## src/softmax_pkg.sv

```systemverilog
package softmax_pkg;

    // exponent format, unsigned Q1.15 with 1.0 as the largest value
    localparam int EXP_W     = 16;
    localparam int EXP_FRAC  = 15;

    // exponent sum, unsigned Q11.5
    localparam int SUM_W     = 16;
    localparam int SUM_FRAC  = 5;

    localparam int LOG2E_Q8  = 369; // log2(e) in Q8.8
    localparam int DIV_STEPS = 24;  // restoring divider iterations

    typedef enum logic [3:0] {
        IDLE   = 4'b0001,
        SUM    = 4'b0010,
        DIVIDE = 4'b0100,
        DONE   = 4'b1000
    } softmax_state_e;

endpackage
```

## src/softmax_running_stats.sv

```systemverilog
`timescale 1ns/100ps
module softmax_running_stats #(
    parameter int D_W = 8
) (
    input  logic                          I_CLK,
    input  logic                          I_RST_N,
    input  logic                          I_CLEAR,
    input  logic                          I_VLD,
    input  logic signed [D_W-1:0]         I_X_MAX,
    input  logic [softmax_pkg::SUM_W-1:0] I_EXP_SUM,
    output logic signed [D_W-1:0]         O_X_MAX,
    output logic [softmax_pkg::SUM_W-1:0] O_EXP_SUM
);

    localparam logic signed [D_W-1:0] MOST_NEG = {1'b1, {(D_W-1){1'b0}}};

    always_ff @(posedge I_CLK or negedge I_RST_N) begin
        if (!I_RST_N) begin
            O_X_MAX   <= MOST_NEG;
            O_EXP_SUM <= '0;
        end else if (I_CLEAR) begin
            O_X_MAX   <= MOST_NEG;       // start of a new vector
            O_EXP_SUM <= '0;
        end else if (I_VLD) begin
            O_X_MAX   <= I_X_MAX;
            O_EXP_SUM <= I_EXP_SUM;
        end
    end

endmodule

```

## config.mk

```make
export PLATFORM = sky130hd
export DESIGN_NAME = softmax_running_stats
export DESIGN_NICKNAME = d
export VERILOG_FILES = /design/src/softmax_pkg.sv /design/src/softmax_running_stats.sv
export SDC_FILE = /design/constraint.sdc
export NUM_CORES = 1
export LEC_CHECK = 0
export BUFFER_PORTS_ARGS = -buffer_cell sky130_fd_sc_hd__buf_2
export CAP_MARGIN = 0
export CORE_UTILIZATION = 47
export CTS_CLUSTER_SIZE = 8
export DETAILED_ROUTE_END_ITERATION = 12
export PLACE_DENSITY = 0.85
export SLEW_MARGIN = 30
export SYNTH_ARGS = -nofsm -noshare
export SYNTH_HDL_FRONTEND = slang
export SYNTH_SLANG_ARGS = --single-unit
```

## constraint.sdc

```tcl
create_clock -name I_CLK -period 1.7 [get_ports I_CLK]
set_clock_uncertainty 0.2 [all_clocks]
set_input_delay 0.085 -clock I_CLK [delete_from_list [all_inputs] [get_ports I_CLK]]
set_output_delay 0.085 -clock I_CLK [all_outputs]
set_load 0.02 [all_outputs]
```

==> results of run 1 <==
[kinds of logic after synthesis]
family | share of synthesized area (%)
compound gates | 0.882
simple gates | 9.32
buf+inv | 6.04
mux | 23.2
flops | 60.6
[metrics by stage]
| stage | instances | power, W | setup WS, ns | hold slack, ns |
|---|---|---|---|---|
| 2_1_floorplan | 77 | 0.000750 | 0.645 | -0.411 |
| 3_3_place_gp | 150 | 0.000817 | 0.412 | -0.121 |
| 3_5_place_dp | 150 | 0.000822 | 0.385 | -0.111 |
| 4_1_cts | 195 | 0.00115 | 0.191 | 0.00110 |
| 5_1_grt | 195 | 0.00120 | 0.103 | 0.00984 |
| 6_report | 195 | 0.00115 | 0.140 | 0.0130 |
[layout by cell type, fill, tap and decap left out]
master	n
nor2_1	23
buf_2	51
nor2b_1	1
dfstp_2	1
a211o_1	1
clkbuf_4	3
mux2i_1	23
dfrtp_1	23
clkbuf_1	1
dlygate4sd3_1	41
[per-layer routing]
layer  share of wire, %  up-vias  global-route usage, %  routed length [um]
met3                2.7        4                   3.02                  71
met5                  0        -                      0                   0
met4                1.6        0                   13.9                  43
met1                 44      436                   29.7                1170
li1                   -      434                      -                   -
met2                 51       25                   38.9                1360
[sequential cells by signal, summed over array words and instances, names as in the netlist]
register / count
O_EXP_SUM: 16
O_X_MAX: 8
[power groups by stage]
stage	sequential [W]	combinational [W]	clock, W
finish	0.000621	0.000274	0.000255
CTS	0.000620	0.000266	0.000264
global route	0.000624	0.000294	0.000285
global placement	0.000630	0.000188	0
detailed placement	0.000630	0.000192	0
floorplan	0.000672	0.0000781	0
[critical path: stages]
cell	delay, ns
buf_2	0.53
mux2i_1	0.30
nor2_1	0.06
dlygate4sd3_1	0.58
[timing repair]
action,4_1_cts,5_1_grt
resized for setup,0,0
hold endpoints to repair,48,0
hold buffers,41,0
[layout make-up]
class                   instances  area, um^2
clock buffers                   4        26.3
fillers                       104         323
multi-input cells              48         332
flip-flops and latches         24         602
well taps                      27        33.8
repair buffers                 92         666
[how the worst max path moves through the flow]
stage	startpoint	end	slack, ns	depth (start not counted)
3_5_place_dp	I_VLD	O_EXP_SUM[12]$_DFFE_PN0P_	0.38	3
6_report	I_VLD	O_X_MAX[0]$_DFFE_PN0P_	0.14	4
3_3_place_gp	I_VLD	O_X_MAX[7]$_DFFE_PN1P_	0.41	3
5_1_grt	I_VLD	O_EXP_SUM[10]$_DFFE_PN0P_	0.10	4
4_1_cts	I_VLD	O_EXP_SUM[12]$_DFFE_PN0P_	0.19	4
2_1_floorplan	O_X_MAX[7]$_DFFE_PN1P_	O_X_MAX[7]$_DFFE_PN1P_	0.65	2
==> impl_metrics.sql, run 1 <==
INSERT INTO impl_metrics (metric_group, metric, value, unit) VALUES
('pwr', 'sw_share', '27.2', '%'),
('worst_setup_path', 'setup.worst_path.class', 'input port to flop', ''),
('clock_network', 'cts_tree', 'yes', ''),
('global_route', 'grt_antenna_before_repair', '0', ''),
('timing', 'setup-tns-final', '0', 'ns'),
('worst_setup_path', 'r2r.worst_path.cells', '3', ''),
('global_route', 'grt.total_usage', '23.6', '%'),
('run', 'drv_cap', '0', ''),
('logic_synthesis', 'ys_top_cells_by_area', 'dfrtp_1 58%, mux2i_1 23%, nor2_1 8.7%', ''),
('pwr', 'net-switching-power', '0.000313', 'W'),
('timing', 'timing_hold_violations_final', '0', ''),
('placement', 'detailed_place.area', '1220', 'um^2'),
('clock_network', 'cts_post_setup_buffers_inserted', '0', ''),
('timing', 'rsz_0062_raised_after_global_routing', 'no', ''),
('placement', 'place.detailed.hpwl', '1310', 'um'),
('logic_synthesis', 'synthesis.instances', '77', ''),
('worst_setup_path', 'worstPathRequired', '1.70', 'ns'),
('logic_synthesis', 'syn_nets', '105', ''),
('worst_setup_path', 'timing.critical_path.fanout_max', '25', ''),
('global_route', 'grt_max_degree', '26', ''),
('worst_setup_path', 'timing.rr.end', 'O_X_MAX[0]$_DFFE_PN0P_', ''),
('placement', 'numPortBuffers', '51', ''),
('clock_network', 'insertion_delay', '0.30', 'ns'),
('clock_network', 'ctsLongestPathBuffers', '2', ''),
('global_route', 'first_global_vias', '874', ''),
('pwr', 'share_seq_of_total_power', '54.0', '%'),
('pwr', 'power_per_cell_area', '693', 'nW/um^2'),
('worst_setup_path', 'r2r_slack', '0.19', 'ns'),
('cells_and_area', 'layout.core_utilization', '83.7', '%'),
('timing', 'final_period_minus_worst_setup_slack', '1.56', 'ns'),
('floorplanning', 'die_x', '48.0', 'um'),
('cells_and_area', 'final_area', '1660', 'um^2'),
('floorplanning', 'num_rows', '16', ''),
('timing', 'worst_pin_slew', '0.682', 'ns'),
('cells_and_area', 'n_antenna_cell', '0', ''),
('detailed_routing', 'drtIter0Drc', '13', ''),
('logic_synthesis', 'synth_commonest_cells', '23 x dfrtp_1, 23 x mux2i_1, 23 x nor2_1', ''),
('worst_setup_path', 'critical_path.endpoint_type', 'flop', ''),
('pwr', 'pwr-share-clk', '22.2', '%'),
('floorplanning', 'die_area', '2300', 'um^2'),
('clock_network', 'clock_tree.htree_level_count', '1', ''),
('logic_synthesis', 'post_synth_instance_area', '993', 'um^2'),
('floorplanning', 'floorplan.initialDensity', '50.1', '%'),
('cells_and_area', 'layout-drive-gt1-share', '32.7', '%'),
('global_route', 'grt_pass1_wl', '3660', 'um'),
('clock_network', 'cts_inserted_buffers', '3', ''),
('timing', 'final_setup_violations', '0', ''),
('floorplanning', 'placeableCoreArea', '1980', 'um^2'),
('logic_synthesis', 'ys_warn_count', '0', ''),
('detailed_routing', 'detail_route.drc_violations', '0', ''),
('cells_and_area', 'nNetsFinal', '197', ''),
('worst_setup_path', 'timing.critical_path.arrival', '1.56', 'ns'),
('logic_synthesis', 'yosys.cell_types.count', '10', ''),
('clock_network', 'path_clk_slew', '0.13', 'ns'),
('worst_hold_path', 'min_delay_worst_endpoint', 'O_X_MAX[2]$_DFFE_PN0P_', ''),
('worst_hold_path', 'timing.hold.worst_path_depth', '2', ''),
('timing', 'maxSlewViolCount', '0', ''),
('logic_synthesis', 'async_reset_ff_share', '100', '%'),
('logic_synthesis', 'syn_area_per_cell', '12.9', 'um^2'),
('placement', 'finalWeightedCongestion', '0.627', ''),
('floorplanning', 'top_level_ports', '52', ''),
('detailed_routing', 'vias', '899', ''),
('pwr', 'p_comb_share', '23.8', '%'),
('worst_setup_path', 'critPathLaunchType', 'input port', ''),
('logic_synthesis', 'synth-edff-count', '0', ''),
('floorplanning', 'chipHeight', '48.0', 'um'),
('pwr', 'irDropWorstVdd', '700', 'uV'),
('status', 'status', 'finished, final reports clean', ''),
('worst_hold_path', 'hold_path.class', 'input port to flop', ''),
('timing', 'maxSlewHeadroom', '54.5', '%'),
('cells_and_area', 'area.growth.synth_to_final', '67.0', '%');
Power figures use the tool's default switching activity.
==> inputs of run 2 (changes only) <==
--- a/config.mk
+++ b/config.mk
@@ -8,9 +8,9 @@
 export BUFFER_PORTS_ARGS = -buffer_cell sky130_fd_sc_hd__buf_2
 export CAP_MARGIN = 0
 export CORE_UTILIZATION = 47
-export CTS_CLUSTER_SIZE = 8
 export DETAILED_ROUTE_END_ITERATION = 12
 export PLACE_DENSITY = 0.85
+export RECOVER_POWER = 25
 export SLEW_MARGIN = 30
 export SYNTH_ARGS = -nofsm -noshare
 export SYNTH_HDL_FRONTEND = slang
==> run 2 against run 1 <==
Die area is the same. Clock power about the same. Register-to-register slack barely moved. Final area unchanged. Worst hold slack about the same.
==> impl_metrics.sql, run 2 (synthesis results as in run 1) <==
INSERT INTO impl_metrics (metric_group, metric, value, unit) VALUES
('status', 'status', 'finished, final reports clean', ''),
('clock_network', 'ctsRootBufferMaster', 'clkbuf_4', ''),
('cells_and_area', 'layoutNonFillerInstCount', '195', ''),
('worst_setup_path', 'slowest_delay', '0.58', 'ns'),
('floorplanning', 'num_rows', '16', ''),
('worst_setup_path', 'worstPathRequired', '1.70', 'ns'),
('detailed_routing', 'post_drt_via_cell_ratio', '4.61', ''),
('cells_and_area', 'top_register', 'O_EXP_SUM', ''),
('floorplanning', 'top_level_ports', '52', ''),
('clock_network', 'clock_tree.htree_level_count', '1', ''),
('timing', 'maxSlewHeadroom', '54.5', '%'),
('worst_setup_path', 'critical_path.endpoint_type', 'flop', ''),
('global_route', 'first_global_vias', '874', ''),
('cells_and_area', 'final_area', '1660', 'um^2'),
('detailed_routing', 'routed_wl', '2650', 'um'),
('global_route', 'grt_pass1_wl', '3660', 'um'),
('cells_and_area', 'layout.core_utilization', '83.7', '%'),
('global_route', 'overflow', '0', ''),
('timing', 'timing_hold_violations_final', '0', ''),
('timing', 'final_setup_violations', '0', ''),
('worst_setup_path', 'timing.critical_path.fanout_max', '25', ''),
('placement', 'place.detailed.hpwl', '1310', 'um'),
('clock_network', 'cts_post_setup_buffers_inserted', '0', ''),
('floorplanning', 'die_x', '48.0', 'um'),
('timing', 'fin_hold_ws', '0.0129', 'ns'),
('detailed_routing', 'wl_per_cell', '13.6', 'um'),
('placement', 'finalWeightedCongestion', '0.627', ''),
('timing', 'setup-tns-final', '0', 'ns'),
('timing', 'maxClockFrequency', '0.641', 'GHz'),
('pwr', 'power_per_cell_area', '693', 'nW/um^2'),
('cells_and_area', 'max_reg_flops', '16', ''),
('floorplanning', 'placeableCoreArea', '1980', 'um^2'),
('cells_and_area', 'largest_registers', 'O_EXP_SUM (16), O_X_MAX (8)', ''),
('detailed_routing', 'vias', '899', ''),
('global_route', 'grt.total_usage', '23.6', '%'),
('cells_and_area', 'nNetsFinal', '197', ''),
('floorplanning', 'floorplan.initialDensity', '50.1', '%'),
('cells_and_area', 'layout-drive-gt1-share', '32.7', '%'),
('timing', 'maxSlewViolCount', '0', ''),
('worst_setup_path', 'crit_chain', 'buf_2 -> mux2i_1 -> nor2_1 -> dlygate4sd3_1', ''),
('timing', 'layout_worst_path_cycle_share', '91.8', '%'),
('worst_hold_path', 'hold_path.class', 'input port to flop', ''),
('clock_network', 'ctsLongestPathBuffers', '2', ''),
('cells_and_area', 'area.growth.synth_to_final', '67.0', '%'),
('pwr', 'irDropWorstVdd', '700', 'uV'),
('worst_setup_path', 'critical_path.slowest_cell', 'dlygate4sd3_1', ''),
('cells_and_area', 'final_common_cell', 'buf_2', ''),
('timing', 'worst_pin_slew', '0.682', 'ns'),
('worst_setup_path', 'critPathLaunchType', 'input port', ''),
('placement', 'numPortBuffers', '51', ''),
('clock_network', 'path_clk_slew', '0.13', 'ns'),
('run', 'drv_cap', '0', ''),
('floorplanning', 'chipHeight', '48.0', 'um'),
('clock_network', 'cts_inserted_buffers', '3', ''),
('worst_setup_path', 'setup.worst_path.class', 'input port to flop', ''),
('timing', 'final_period_minus_worst_setup_slack', '1.56', 'ns'),
('clock_network', 'cts.sink_count', '24', ''),
('detailed_routing', 'ant_nets', '0', ''),
('placement', 'detailed_place.area', '1220', 'um^2'),
('detailed_routing', 'drtIter0Drc', '13', ''),
('cells_and_area', 'layout.cells.most_common_list', '50 x buf_2, 41 x dlygate4sd3_1, 23 x dfrtp_1, 23 x mux2i_1, 23 x nor2_1', ''),
('global_route', 'grt_max_degree', '26', ''),
('detailed_routing', 'detailedRoute.firstPassIterationCount', '4', ''),
('clock_network', 'cts_tree', 'yes', ''),
('timing', 'rsz_0062_raised_after_global_routing', 'no', ''),
('clock_network', 'insertion_delay', '0.30', 'ns'),
('placement', 'place.detailed.instances', '150', ''),
('floorplanning', 'die_area', '2300', 'um^2'),
('worst_setup_path', 'timing.critical_path.arrival', '1.56', 'ns'),
('cells_and_area', 'n_antenna_cell', '0', ''),
('pwr', 'static-leakage-power', '0.941', 'nW'),
('global_route', 'grt_antenna_before_repair', '0', ''),
('detailed_routing', 'detail_route.drc_violations', '0', '');
[run 2: cell types whose count changed in the layout (fill, tap and decap cells not counted), sizes merged]
cell    previous run  this run
clkbuf             4         5
buf               51        50
[run 2: report_power, final]
| group | switching (W) | internal, W | total [W] |
|---|---|---|---|
| clock | 0.000164 | 0.0000914 | 0.000255 |
| combinational | 0.000133 | 0.000141 | 0.000274 |
| sequential | 0.0000170 | 0.000604 | 0.000621 |
[run 2: critical path, delay by kind of cell]
family	cells	cell delay, ns
buffers and inverters	2	1.11
AND/OR/NAND/NOR	1	0.06
multiplexers	1	0.30
[run 2: per-layer routing]
layer	up-vias	part of all wire, %	global-route usage, %
met5	-	0	0
met4	0	1.6	13.9
met1	436	44	29.7
met3	4	2.7	3.02
li1	434	-	-
met2	25	51	38.9
[run 2: what timing repair did]
| item | in CTS | in global routing |
|---|---|---|
| gates resized for setup | 0 | 0 |
| hold buffers | 41 | 0 |
| endpoints found under the hold margin | 48 | 0 |
[run 2: final timing paths]
| path | from | endpoint | slack, ns | cells after the start |
|---|---|---|---|---|
| max | I_VLD | O_X_MAX[0]$_DFFE_PN0P_ | 0.14 | 4 |
| max in group asynchronous | I_RST_N | O_EXP_SUM[8]$_DFFE_PN0P_ | 0.81 | 2 |
| min in group asynchronous | I_RST_N | O_EXP_SUM[14]$_DFFE_PN0P_ | 0.11 | 2 |
| max reg2reg | O_X_MAX[0]$_DFFE_PN0P_ | O_X_MAX[0]$_DFFE_PN0P_ | 0.19 | 3 |
| min reg2reg | O_EXP_SUM[14]$_DFFE_PN0P_ | O_EXP_SUM[14]$_DFFE_PN0P_ | 0.34 | 2 |
| min | I_CLEAR | O_X_MAX[2]$_DFFE_PN0P_ | 0.01 | 2 |
[run 2: final cells by class]
class                      count  area, um^2
clock buffer                   4        26.3
fill                         104         323
multi-input combinational     48         332
sequential                    24         602
tap                           27        33.8
timing repair buffer          92         666
[run 2: metrics by stage]
stage          setup slack, ns  power, W
2_1_floorplan            0.645  0.000750
3_3_place_gp             0.412  0.000817
3_5_place_dp             0.385  0.000822
4_1_cts                  0.191   0.00115
5_1_grt                  0.103   0.00120
6_report                 0.140   0.00115
